[src/verilog/ex_pkg.sv]
////////////////////////////////////////////////////////////
// Shared definitions for the execute stage
// Data and register index widths
// ALU and multiplier opcode enums
// ID/EX, EX/WB, IF/ID and controller structs
////////////////////////////////////////////////////////////

package ex_pkg;

  // Data and address width
  parameter int unsigned XLEN       = 32;
  // Register file index width
  parameter int unsigned REG_ADDR_W = 5;

  ////////////////////////////////////////////////////////////
  // Opcodes
  ////////////////////////////////////////////////////////////

  // ALU operations, compares last
  typedef enum logic [4:0] {
    ALU_ADD  = 5'd0,
    ALU_SUB  = 5'd1,
    ALU_AND  = 5'd2,
    ALU_OR   = 5'd3,
    ALU_XOR  = 5'd4,
    ALU_SLL  = 5'd5,
    ALU_SRL  = 5'd6,
    ALU_SRA  = 5'd7,
    ALU_SLT  = 5'd8,
    ALU_SLTU = 5'd9,
    ALU_EQ   = 5'd10,
    ALU_NE   = 5'd11,
    ALU_LT   = 5'd12,
    ALU_LTU  = 5'd13,
    ALU_GE   = 5'd14,
    ALU_GEU  = 5'd15
  } alu_op_e;

  // Word of the product that is returned
  typedef enum logic {
    MUL_L = 1'b0,
    MUL_H = 1'b1
  } mul_op_e;

  // Bit 0 marks operand a signed, bit 1 marks operand b signed
  typedef enum logic [1:0] {
    MUL_UU = 2'b00,
    MUL_SU = 2'b01,
    MUL_SS = 2'b11
  } mul_sign_e;

  ////////////////////////////////////////////////////////////
  // Pipeline structs
  ////////////////////////////////////////////////////////////

  // Decoded instruction held in the ID/EX register
  typedef struct packed {
    logic                  instr_valid;
    logic                  alu_en;
    logic                  mul_en;
    alu_op_e               alu_operator;
    mul_op_e               mul_operator;
    mul_sign_e             mul_signed_mode;
    logic [XLEN-1:0]       operand_a;
    logic [XLEN-1:0]       operand_b;
    // Branch or jump target
    logic [XLEN-1:0]       operand_c;
    logic                  rf_we;
    logic [REG_ADDR_W-1:0] rf_waddr;
    logic [XLEN-1:0]       pc;
    logic                  alu_bch;
    logic                  alu_jmp;
    logic                  illegal_insn;
  } id_ex_pipe_t;

  // Result handed over to WB
  typedef struct packed {
    logic                  instr_valid;
    logic                  rf_we;
    logic [REG_ADDR_W-1:0] rf_waddr;
    logic [XLEN-1:0]       rf_wdata;
    logic [XLEN-1:0]       pc;
    logic                  illegal_insn;
    logic                  alu_jmp_qual;
    logic                  alu_bch_qual;
    logic                  alu_bch_taken_qual;
  } ex_wb_pipe_t;

  // Controller requests towards EX
  typedef struct packed {
    logic kill_ex;
    logic halt_ex;
  } ctrl_fsm_t;

  // Instruction currently sitting in ID
  typedef struct packed {
    logic [XLEN-1:0] pc;
    logic            instr_valid;
  } if_id_pipe_t;

endpackage
[src/verilog/ex_stage.sv]
////////////////////////////////////////////////////////////
// Execute stage top level
// Issue control, ALU, multiplier and EX/WB register
////////////////////////////////////////////////////////////

`timescale 1ns/1ps

module ex_stage (
  input  logic                    clk,
  input  logic                    rst_n,
  input  ex_pkg::id_ex_pipe_t     id_ex_pipe_i,
  input  ex_pkg::if_id_pipe_t     if_id_pipe_i,
  input  ex_pkg::ctrl_fsm_t       ctrl_fsm_i,
  input  logic [ex_pkg::XLEN-1:0] pc_if_i,
  input  logic                    dataindtiming_i,
  input  logic                    wb_ready_i,
  output ex_pkg::ex_wb_pipe_t     ex_wb_pipe_o,
  output logic [ex_pkg::XLEN-1:0] rf_wdata_o,
  output logic                    branch_decision_o,
  output logic [ex_pkg::XLEN-1:0] branch_target_o,
  output logic                    ex_ready_o,
  output logic                    ex_valid_o
);

  import ex_pkg::*;

  logic            instr_live;
  logic            mul_start;
  logic            mul_valid;
  logic            alu_cmp_result;
  logic [XLEN-1:0] alu_result;
  logic [XLEN-1:0] mul_result;

  ////////////////////////////////////////////////////////////
  // Issue control and branch resolution
  ////////////////////////////////////////////////////////////

  ex_issue_control issue_control_i (
    .id_ex_pipe_i      (id_ex_pipe_i),
    .if_id_pipe_i      (if_id_pipe_i),
    .ctrl_fsm_i        (ctrl_fsm_i),
    .pc_if_i           (pc_if_i),
    .dataindtiming_i   (dataindtiming_i),
    .cmp_result_i      (alu_cmp_result),
    .mul_valid_i       (mul_valid),
    .wb_ready_i        (wb_ready_i),
    .instr_live_o      (instr_live),
    .mul_start_o       (mul_start),
    .ex_valid_o        (ex_valid_o),
    .ex_ready_o        (ex_ready_o),
    .branch_decision_o (branch_decision_o),
    .branch_target_o   (branch_target_o)
  );

  ex_alu alu_i (
    .operator_i   (id_ex_pipe_i.alu_operator),
    .operand_a_i  (id_ex_pipe_i.operand_a),
    .operand_b_i  (id_ex_pipe_i.operand_b),
    .result_o     (alu_result),
    .cmp_result_o (alu_cmp_result)
  );

  // Result is released only when a live instruction hands it to WB,
  // so a halt keeps the product waiting
  ex_multiplier mult_i (
    .clk           (clk),
    .rst_n         (rst_n),
    .start_i       (mul_start),
    .kill_i        (ctrl_fsm_i.kill_ex),
    .operator_i    (id_ex_pipe_i.mul_operator),
    .signed_mode_i (id_ex_pipe_i.mul_signed_mode),
    .op_a_i        (id_ex_pipe_i.operand_a),
    .op_b_i        (id_ex_pipe_i.operand_b),
    .ready_i       (wb_ready_i && instr_live),
    .result_o      (mul_result),
    .valid_o       (mul_valid)
  );

  ex_wb_register ex_wb_register_i (
    .clk               (clk),
    .rst_n             (rst_n),
    .id_ex_pipe_i      (id_ex_pipe_i),
    .alu_result_i      (alu_result),
    .mul_result_i      (mul_result),
    .branch_decision_i (branch_decision_o),
    .ex_valid_i        (ex_valid_o),
    .wb_ready_i        (wb_ready_i),
    .rf_wdata_o        (rf_wdata_o),
    .ex_wb_pipe_o      (ex_wb_pipe_o)
  );

endmodule

[src/verilog/ex_wb_register.sv]
////////////////////////////////////////////////////////////
// EX/WB pipeline register
// Write data select, also used for forwarding
// Jump and branch qualification, load/bubble/hold rule
////////////////////////////////////////////////////////////

`timescale 1ns/1ps

module ex_wb_register (
  input  logic                    clk,
  input  logic                    rst_n,
  input  ex_pkg::id_ex_pipe_t     id_ex_pipe_i,
  input  logic [ex_pkg::XLEN-1:0] alu_result_i,
  input  logic [ex_pkg::XLEN-1:0] mul_result_i,
  input  logic                    branch_decision_i,
  input  logic                    ex_valid_i,
  input  logic                    wb_ready_i,
  output logic [ex_pkg::XLEN-1:0] rf_wdata_o,
  output ex_pkg::ex_wb_pipe_t     ex_wb_pipe_o
);

  // Write data mux, ALU result by default
  assign rf_wdata_o = id_ex_pipe_i.mul_en ? mul_result_i : alu_result_i;

  ////////////////////////////////////////////////////////////
  // Pipeline register
  ////////////////////////////////////////////////////////////

  always_ff @(posedge clk or negedge rst_n) begin
    if (!rst_n) begin
      ex_wb_pipe_o.instr_valid        <= 1'b0;
      ex_wb_pipe_o.rf_we              <= 1'b0;
      ex_wb_pipe_o.rf_waddr           <= '0;
      ex_wb_pipe_o.rf_wdata           <= '0;
      ex_wb_pipe_o.pc                 <= '0;
      ex_wb_pipe_o.illegal_insn       <= 1'b0;
      ex_wb_pipe_o.alu_jmp_qual       <= 1'b0;
      ex_wb_pipe_o.alu_bch_qual       <= 1'b0;
      ex_wb_pipe_o.alu_bch_taken_qual <= 1'b0;
    end else if (ex_valid_i && wb_ready_i) begin
      ex_wb_pipe_o.instr_valid <= 1'b1;
      ex_wb_pipe_o.rf_we       <= id_ex_pipe_i.rf_we;
      // Destination and data only move for register writes
      if (id_ex_pipe_i.rf_we) begin
        ex_wb_pipe_o.rf_waddr <= id_ex_pipe_i.rf_waddr;
        ex_wb_pipe_o.rf_wdata <= rf_wdata_o;
      end
      ex_wb_pipe_o.pc           <= id_ex_pipe_i.pc;
      ex_wb_pipe_o.illegal_insn <= id_ex_pipe_i.illegal_insn;
      // Jumps and branches only count when the ALU executed them
      ex_wb_pipe_o.alu_jmp_qual <= id_ex_pipe_i.alu_jmp && id_ex_pipe_i.alu_en;
      ex_wb_pipe_o.alu_bch_qual <= id_ex_pipe_i.alu_bch && id_ex_pipe_i.alu_en;
      ex_wb_pipe_o.alu_bch_taken_qual <= id_ex_pipe_i.alu_bch && id_ex_pipe_i.alu_en &&
                                         branch_decision_i;
    end else if (wb_ready_i) begin
      // WB free but nothing finished here, insert a bubble
      ex_wb_pipe_o.instr_valid <= 1'b0;
    end
  end

endmodule

[src/verilog/ex_multiplier.sv]
////////////////////////////////////////////////////////////
// Two-cycle multiplier
// MUL and MULH/MULHSU/MULHU via sign-extended operands
// Idle/done FSM, result held until WB takes it
////////////////////////////////////////////////////////////

`timescale 1ns/1ps

module ex_multiplier (
  input  logic                    clk,
  input  logic                    rst_n,
  input  logic                    start_i,
  input  logic                    kill_i,
  input  ex_pkg::mul_op_e         operator_i,
  input  ex_pkg::mul_sign_e       signed_mode_i,
  input  logic [ex_pkg::XLEN-1:0] op_a_i,
  input  logic [ex_pkg::XLEN-1:0] op_b_i,
  input  logic                    ready_i,
  output logic [ex_pkg::XLEN-1:0] result_o,
  output logic                    valid_o
);

  import ex_pkg::*;

  typedef enum logic {
    MUL_IDLE = 1'b0,
    MUL_DONE = 1'b1
  } mul_state_e;

  mul_state_e               state_q;
  mul_state_e               state_d;
  logic signed [XLEN:0]     a_ext;
  logic signed [XLEN:0]     b_ext;
  logic signed [2*XLEN+1:0] product;
  logic [XLEN-1:0]          result_q;

  // One extra bit per operand covers all three signed modes
  assign a_ext   = {(signed_mode_i != MUL_UU) & op_a_i[XLEN-1], op_a_i};
  assign b_ext   = {(signed_mode_i == MUL_SS) & op_b_i[XLEN-1], op_b_i};
  assign product = a_ext * b_ext;

  ////////////////////////////////////////////////////////////
  // FSM
  ////////////////////////////////////////////////////////////

  always_comb begin
    state_d = state_q;
    unique case (state_q)
      MUL_IDLE: if (start_i) state_d = MUL_DONE;
      // Leave once WB accepts, or drop the result on kill
      MUL_DONE: if (kill_i || ready_i) state_d = MUL_IDLE;
      default:  state_d = MUL_IDLE;
    endcase
  end

  always_ff @(posedge clk or negedge rst_n) begin
    if (!rst_n) begin
      state_q <= MUL_IDLE;
    end else begin
      state_q <= state_d;
    end
  end

  // Capture the selected word in the first cycle
  always_ff @(posedge clk) begin
    if ((state_q == MUL_IDLE) && start_i) begin
      result_q <= (operator_i == MUL_H) ? product[2*XLEN-1:XLEN] : product[XLEN-1:0];
    end
  end

  assign result_o = result_q;
  assign valid_o  = (state_q == MUL_DONE);

endmodule

[src/verilog/ex_alu.sv]
////////////////////////////////////////////////////////////
// Single-cycle ALU
// Add, subtract, logic and shift operations
// Signed and unsigned compares on one shared subtractor
////////////////////////////////////////////////////////////

`timescale 1ns/1ps

module ex_alu (
  input  ex_pkg::alu_op_e         operator_i,
  input  logic [ex_pkg::XLEN-1:0] operand_a_i,
  input  logic [ex_pkg::XLEN-1:0] operand_b_i,
  output logic [ex_pkg::XLEN-1:0] result_o,
  output logic                    cmp_result_o
);

  import ex_pkg::*;

  // a - b with carry out, one bit wider than XLEN
  logic [XLEN:0]   diff;
  logic [XLEN-1:0] sum;
  logic [4:0]      shamt;
  logic            is_equal;
  logic            is_less;
  logic            is_less_u;

  assign sum   = operand_a_i + operand_b_i;
  assign diff  = {1'b0, operand_a_i} + {1'b0, ~operand_b_i} + {{XLEN{1'b0}}, 1'b1};
  assign shamt = operand_b_i[4:0];

  ////////////////////////////////////////////////////////////
  // Compare flags
  ////////////////////////////////////////////////////////////

  assign is_equal  = (diff[XLEN-1:0] == '0);
  // No carry out means a borrow, so a < b unsigned
  assign is_less_u = ~diff[XLEN];
  // Differing signs decide directly, else the difference sign does
  assign is_less   = (operand_a_i[XLEN-1] != operand_b_i[XLEN-1]) ?
                     operand_a_i[XLEN-1] : diff[XLEN-1];

  always_comb begin
    unique case (operator_i)
      ALU_EQ:            cmp_result_o = is_equal;
      ALU_NE:            cmp_result_o = !is_equal;
      ALU_LT, ALU_SLT:   cmp_result_o = is_less;
      ALU_LTU, ALU_SLTU: cmp_result_o = is_less_u;
      ALU_GE:            cmp_result_o = !is_less;
      ALU_GEU:           cmp_result_o = !is_less_u;
      default:           cmp_result_o = 1'b0;
    endcase
  end

  ////////////////////////////////////////////////////////////
  // Result mux
  ////////////////////////////////////////////////////////////

  always_comb begin
    unique case (operator_i)
      ALU_ADD: result_o = sum;
      ALU_SUB: result_o = diff[XLEN-1:0];
      ALU_AND: result_o = operand_a_i & operand_b_i;
      ALU_OR:  result_o = operand_a_i | operand_b_i;
      ALU_XOR: result_o = operand_a_i ^ operand_b_i;
      ALU_SLL: result_o = operand_a_i << shamt;
      ALU_SRL: result_o = operand_a_i >> shamt;
      // Arithmetic shift keeps the sign bit
      ALU_SRA: result_o = $unsigned($signed(operand_a_i) >>> shamt);
      // Compares return the flag zero extended
      default: result_o = {{(XLEN-1){1'b0}}, cmp_result_o};
    endcase
  end

endmodule

[src/verilog/ex_issue_control.sv]
////////////////////////////////////////////////////////////
// EX issue control
// Kill and halt gating of the current instruction
// Stage valid and ready
// Branch decision and target, incl. data-independent timing
////////////////////////////////////////////////////////////

`timescale 1ns/1ps

module ex_issue_control (
  input  ex_pkg::id_ex_pipe_t    id_ex_pipe_i,
  input  ex_pkg::if_id_pipe_t    if_id_pipe_i,
  input  ex_pkg::ctrl_fsm_t      ctrl_fsm_i,
  input  logic [ex_pkg::XLEN-1:0] pc_if_i,
  input  logic                   dataindtiming_i,
  input  logic                   cmp_result_i,
  input  logic                   mul_valid_i,
  input  logic                   wb_ready_i,
  output logic                   instr_live_o,
  output logic                   mul_start_o,
  output logic                   ex_valid_o,
  output logic                   ex_ready_o,
  output logic                   branch_decision_o,
  output logic [ex_pkg::XLEN-1:0] branch_target_o
);

  // Instruction present and not blocked by the controller
  assign instr_live_o = id_ex_pipe_i.instr_valid && !ctrl_fsm_i.kill_ex && !ctrl_fsm_i.halt_ex;

  // Multiplier only starts on a live instruction
  assign mul_start_o = id_ex_pipe_i.mul_en && instr_live_o;

  ////////////////////////////////////////////////////////////
  // Stage handshake levels
  ////////////////////////////////////////////////////////////

  // ALU is single cycle, multiply needs mul_valid
  // Illegal instructions from ID still go to WB as a valid entry
  assign ex_valid_o = (id_ex_pipe_i.alu_en ||
                       (id_ex_pipe_i.mul_en && mul_valid_i) ||
                       id_ex_pipe_i.illegal_insn) && instr_live_o;

  // Kill always drains EX; otherwise wait on WB and an unfinished multiply
  assign ex_ready_o = ctrl_fsm_i.kill_ex ||
                      (!ctrl_fsm_i.halt_ex && wb_ready_i && !(mul_start_o && !mul_valid_i));

  ////////////////////////////////////////////////////////////
  // Branch resolution
  ////////////////////////////////////////////////////////////

  always_comb begin
    if (dataindtiming_i) begin
      // Always redirect so the fetch timing does not depend on the outcome
      branch_decision_o = 1'b1;
      if (cmp_result_i) begin
        branch_target_o = id_ex_pipe_i.operand_c;
      end else if (if_id_pipe_i.instr_valid) begin
        // Not taken, refetch from the instruction in ID
        branch_target_o = if_id_pipe_i.pc;
      end else begin
        // ID empty, continue from IF
        branch_target_o = pc_if_i;
      end
    end else begin
      branch_decision_o = cmp_result_i;
      branch_target_o   = id_ex_pipe_i.operand_c;
    end
  end

endmodule

[config.mk]
export PLATFORM = sky130hd
export DESIGN_NAME = ex_stage
export DESIGN_NICKNAME = d
export VERILOG_FILES = /design/src/verilog/ex_pkg.sv /design/src/verilog/ex_stage.sv /design/src/verilog/ex_wb_register.sv /design/src/verilog/ex_multiplier.sv /design/src/verilog/ex_alu.sv /design/src/verilog/ex_issue_control.sv
export SDC_FILE = /design/constraint.sdc
export NUM_CORES = 2
export LEC_CHECK = 0
export BUFFER_PORTS_ARGS = -buffer_cell sky130_fd_sc_hd__buf_4
export CORE_MARGIN = 3
export CORE_UTILIZATION = 45
export DETAILED_ROUTE_END_ITERATION = 12
export GPL_TIMING_DRIVEN = 0
export SYNTH_ARGS = -nofsm -noshare
export SYNTH_HDL_FRONTEND = slang
export SYNTH_SLANG_ARGS = --single-unit
[constraint.sdc]
create_clock -name clk -period 11.18 [get_ports clk]
set_clock_uncertainty 0.15 [all_clocks]
set_input_delay 2.236 -clock clk [delete_from_list [all_inputs] [get_ports clk]]
set_output_delay 2.236 -clock clk [all_outputs]
set_load 0.1 [all_outputs]
After elaboration in Yosys (flattened, before gate mapping)
Cells that the tools add are included.

operators by class
  add/subtract/negate cells = 3
  multipliers = 1
  eq/ne operators = 17
  shift operators = 3
  muxes and demuxes = 14
  bitwise operators = 8
  reductions and logical operators = 31

operator list
  operator                                             number
  case mux 32 bit (8 select lines)                     1
  two-way mux 32 bit                                   5
  multiplier 33 x 33 -> 64 bit                         1
  equality test 5 x 4 -> 1 bit, second input constant  8
  adder 32 x 32 -> 33 bit                              1
  adder 33 x 1 -> 33 bit, second input constant        1
  adder 32 bit                                         1
  bitwise AND 32 bit                                   1
  logical NOT 32 bit                                   1
  inverter 32 bit                                      1
  OR 32 bit                                            1
  left shift 32 x 5 -> 32 bit                          1
  >> shifter 32 x 5 -> 32 bit                          1
  >>> shifter 32 x 5 -> 32 bit                         1
  XOR 32 bit                                           1
  equality test 5 x 3 -> 1 bit, second input constant  4
  logical AND 1 bit                                    14
  equality test 5 x 2 -> 1 bit, second input constant  2
  logical NOT 1 bit                                    6
  two-way mux 1 bit                                    6
  case mux 1 bit (6 select lines)                      1
  equality test 5 x 1 -> 1 bit, second input constant  1
  logical NOT 5 bit                                    1
  logical OR 1 bit                                     4
  8 further kinds                                      12

word-level totals
  register bits after elaboration = 108
  bits of input ports = 219
  output and inout port bits = 142
  word-level logic and storage cells = 88

Logic depth before layout (Yosys ltp)
  depth after elaboration = 8
  mapped depth = 34
  mapped depth without buffers = 31

Modules after synthesis
A second synthesis with hierarchy kept.

second synthesis, totals
  cells, all modules = 5978
  area, all modules = 52798.1 sq um

modules (own cells, without submodules)
  module            instances  cells an instance  area each (sq um)  sequential area each (sq um)
  ex_multiplier     1          4331               39220.1            985.9
  ex_alu            1          1366               9033.7             0.0
  ex_wb_register    1          199                3459.6             1876.8
  ex_issue_control  1          81                 1078.5             0.0
  ex_stage          1          1                  6.3                0.0

Worst setup path before layout
Ideal clock, no wire load.

  kind = in2out
  start point = input port id_ex_pipe_i[74] in the netlist's numbering
  end point = output port rf_wdata_o[0] in the netlist's numbering
  data arrival time = 9.813 ns
  required time = 8.794 ns
  path slack = -1.019 ns
  cell stages on the path = 27
  path buffers = 3
  cells stage by stage = clkbuf_1 -> clkinv_1 -> clkbuf_1 -> clkbuf_1 -> ha_1 -> nor2_1 -> o311ai_1 -> a2111oi_2 -> nor2_2 -> o211ai_2 -> o21ai_1 -> o31ai_2 -> a21oi_1 -> nor2_1 -> nor2_1 -> fa_1 -> nand3_1 -> a21oi_1 -> o2111ai_1 -> or3_1 -> or4_1 -> nor4_1 -> nand4_1 -> nor2_1 -> a32o_1 -> nor3_1 -> o31ai_1

between the ends
  longest elaborated chain between the ends = 8
  elaborated cells between the ends (all ways) = 14
  those cells by class = 2 x add/sub; 3 x shift; 4 x mux; 2 x bitwise; 3 x reduce/logical

ends and longest elaborated chain
  item                                                            line                        text
  start: declaration                                              ex_stage.sv:11              input ex_pkg::id_ex_pipe_t id_ex_pipe_i,
  inverter 32 bit                                                 ex_alu.sv:28                assign diff = {1'b0, operand_a_i} + {1'b0, ~operand_b_i} + {{XLEN{1'b0}}, 1'b1};
  adder 32 x 32 -> 33 bit                                         ex_alu.sv:28
  adder 33 x 1 -> 33 bit                                          ex_alu.sv:28
  logical NOT 32 bit / two-way mux 1 bit (equally long branches)  ex_alu.sv:35, ex_alu.sv:39
  logical NOT 1 bit, on equally long branches                     ex_alu.sv:45, ex_alu.sv:48
  case mux 1 bit (6 select lines)                                 ex_alu.sv:43                unique case (operator_i)
  case mux 32 bit (8 select lines) (*)                            ex_alu.sv:59                unique case (operator_i)
  two-way mux 32 bit (*)                                          ex_wb_register.sv:23        assign rf_wdata_o = id_ex_pipe_i.mul_en ? mul_result_i : alu_result_i;
  end: declaration                                                ex_stage.sv:18              output logic [ex_pkg::XLEN-1:0] rf_wdata_o,

Mark *: on every way between the ends. The rest lies on a longest branch, timed or not.

Final worst setup path
  start point = input port id_ex_pipe_i[100] in the netlist's numbering
  end point = output port branch_target_o[2] in the netlist's numbering

between the ends
  longest elaborated chain between the ends = 8
  elaborated cells between the ends (all ways) = 11
  those cells by class = 2 x add/sub; 4 x mux; 2 x bitwise; 3 x reduce/logical

ends and longest elaborated chain
  item                                                            line                        text
  inverter 32 bit (*)                                             ex_alu.sv:28
  adder 32 x 32 -> 33 bit (*)                                     ex_alu.sv:28
  adder 33 x 1 -> 33 bit (*)                                      ex_alu.sv:28
  logical NOT 32 bit / two-way mux 1 bit (equally long branches)  ex_alu.sv:35, ex_alu.sv:39
  logical NOT 1 bit, on equally long branches                     ex_alu.sv:45, ex_alu.sv:48
  case mux 1 bit (6 select lines) (*)                             ex_alu.sv:43
  two-way mux 32 bit (*)                                          ex_issue_control.sv:55      if (cmp_result_i) begin
  two-way mux 32 bit (*)                                          ex_issue_control.sv:52      if (dataindtiming_i) begin
  end: declaration                                                ex_stage.sv:20              output logic [ex_pkg::XLEN-1:0] branch_target_o,

Marked as above.

==> flow_metrics.tcl <==
set metrics [dict create \
    synth_cell_type_count 85 \
    synthAdderAreaFrac 0.521 \
    grt_pass1_vias 49600 \
    drtIter0Drc 5589 \
    synth_ff_type "dfrtp_1" \
    rsz0062_at_grt "true" \
    cts_hold_buf 0 \
    seq_area_frac_synth 0.0564 \
    worst_ep_required_time_ps 8790 \
    fp-row-count 122 \
    via_per_inst 5.97 \
    fin_ws_ps -256 \
    synthSimpleGateAreaFrac 0.143 \
    fp.dieH_um 342 \
    numCtsBuffers 9 \
    die_area_mm2 0.117 \
    synth_commonest_cells "inv_1, fa_1, nand2_1" \
    dp_hpwl_um 224000 \
    ys_warn_count 0 \
    drive_above_1_share 0.146 \
    htreeDepth 3 \
    grt_usage 0.455 \
    synth_edf_count 32 \
    synth_most_common_cell "inv_1" \
    syn_area_mm2 0.0508 \
    fin_crit_sh 1.02 \
    fillers 10600 \
    clock.fmax_ghz 0.0874 \
    status "finished, violations left" \
    violations "capacitance limit, slew limit, setup timing" \
    synth_top_family_by_area "adder cells" \
    grt_max_degree 77 \
    first_pass_iters 7 \
    synth-compound-area-share 0.0971 \
    multi_input_area_mm2 0.0428 \
    clk-insertion-delay-late_ps 400 \
    core-area_mm2 0.111 \
    end_kind "output pin" \
    place_congestion 1.09 \
    hold_viol_final 0 \
    post_dp_cell_area_mm2 0.0554 \
    relSlewSlack -0.00811 \
    clockBufferDepth 2 \
    port-buffer-count 357 \
    muxShareOfSynthArea 0.0409 \
    drt-wirelength-per-cell_um 33.0 \
    slew_violations 1 \
    crit_path_start_kind "primary input" \
    synth_cells 6058 \
    clock_sink_count 108 \
    vias 48000 \
    cts-root-buf "clkbuf_16" \
    synth_xor_area_frac 0.0193 \
    die_w_um 342 \
    synth_area_leader_cell "fa_1" \
    totalWireLength_um 265000 \
    worstPathArrival_ps 9050 \
    seq_area_mm2 0.00286 \
    syn_to_final_growth_pct 17.1 \
    drv_cap 1 \
    fin_nets 8187 \
    syn_avg_cell_area_um2 8.38 \
    antenna_found_initial 20 \
    grt_pass1_wl_um 370000 \
    setup_violations 33 \
    crit_fanout 11 \
    cts_tree "yes" \
    stdcell_area_mm2 0.0595 \
    yosys-top-cells-area "fa_1, inv_1, nand2_1, ha_1, dfrtp_1" \
    ys_ff_latch 108 \
    hp-class "register to register" \
    tightest_slew_ps 1500 \
    initial_core_util 0.456 \
    clk_pin_slew_ps 80 \
    syn_nets 7714 \
    crit_type "primary input to output pin" \
    drc 0 \
    period_needed_ps 11440 \
    grt_remaining_overflow 0 \
    yosys.area.top_type_share 0.445 \
    ios 361 \
    ant_nets 0 \
    async_reset_ff_frac 0.704 \
]
-- flip-flops by register name, indices dropped and copies added (netlist names) --
register and cells:
mult_i.result_o 32, ex_wb_register_i.ex_wb_pipe_o 75, mult_i.valid_o 1
-- per-stage QoR --
| step | cells | hold slack [ps] | util | setup slack (ps) | TNS (ps) |
|---|---|---|---|---|---|
| after floorplan | 6058 | 378 | - | 151 | 0 |
| after CTS | 8000 | 333 | 0.528 | -172 | -3730 |
| final | 8036 | 333 | 0.534 | -256 | -6850 |
| after detailed placement | 7911 | 314 | 0.498 | -4070 | -218720 |
| after global placement | 7903 | 311 | 0.497 | -4110 | -223410 |
| after global routing | 8025 | 353 | 0.534 | -222 | -6130 |
-- cell type report --
| cell class | instances | area share |
|---|---|---|
| multi-input combinational | 4308 | 0.720 |
| inverter | 1298 | 0.0859 |
| timing repair buffer | 499 | 0.0761 |
| sequential | 108 | 0.0482 |
| buffer | 307 | 0.0334 |
| tap | 1488 | 0.0313 |
| clock buffer | 10 | 0.00421 |
| clock inverter | 6 | 0.000842 |
| antenna | 12 | 0.000505 |
-- final timing paths --
kind | from | endpoint | slack [ps] | cells past startpoint
min | ex_wb_register_i.ex_wb_pipe_o[55] | ex_wb_register_i.ex_wb_pipe_o[55] | 330 | 2
min reg2reg | ex_wb_register_i.ex_wb_pipe_o[55] | ex_wb_register_i.ex_wb_pipe_o[55] | 330 | 2
max | id_ex_pipe_i[100] | branch_target_o[2] | -260 | 25
min in group asynchronous | rst_n | ex_wb_register_i.ex_wb_pipe_o[52] | 1840 | 1
max in group asynchronous | rst_n | ex_wb_register_i.ex_wb_pipe_o[41] | 8350 | 1
max reg2reg | mult_i.valid_o | ex_wb_register_i.ex_wb_pipe_o[42] | 8110 | 8
-- cells in the final DEF (no fill, tap or decap), types with 38 or more instances in the layout --
master,synthesis,final
clkinvlp_4,0,39
ha_1,309,282
a21o_1,41,40
nand2_1,1103,1097
clkbuf_2,0,42
dfrtp_1,76,76
nor3_1,56,45
mux2i_1,78,78
buf_4,0,434
o21ai_0,230,221
a211oi_1,40,38
fa_1,1128,1122
clkbuf_1,242,138
nand2b_1,40,39
buf_12,0,50
nor2_1,421,409
xnor2_1,76,71
inv_1,1275,1234
a21oi_1,227,217
mux2_2,100,75
buf_1,89,39
-- worst max-delay path, stage by stage --
cell and delay (ps):
buf_4 210, clkinv_1 530, clkbuf_2 520, ha_1 400, clkbuf_1 320, o31ai_4 360
a21oi_2 90, nor2_1 90, nor2_1 70, fa_2 710, nand3_4 140, a21oi_2 120
o2111ai_1 110, or3_1 360, or4_4 540, nor4_4 390, nand4_1 220, nor3_2 280
o32ai_4 150, nor3_4 230, buf_12 160, buf_12 130, buf_16 120, mux2_4 330
buf_12 170
-- per-layer routing --
metal / share of wire / global-route usage
met3: 0.12 / 0.143
met2: 0.41 / 0.655
met1: 0.39 / 0.599
met4: 0.077 / 0.277
met5: 0.00095 / 0
-- repair_timing --
item	in CTS	in global routing
gates resized for setup	594	172
cloned	3	0
buffers inserted	96	37
setup endpoints to repair	69	53
pin swaps	38	56
-- cell families (layout without fill, tap and decap cells) --
logic type | count (synthesis) | count (layout)
AO/OA/AOI/OAI | 787 | 787
buffers and inverters | 1642 | 2120
other | 0 | 12
AND/OR/NAND/NOR | 1783 | 1783
multiplexers | 189 | 189
XOR/XNOR | 112 | 112
adder cells (fa/ha/maj) | 1437 | 1437
flip-flops | 108 | 108
Power is left out: the tool's default activity adds up to more than one toggle a clock period on the data nets, which glitch-free logic cannot reach.
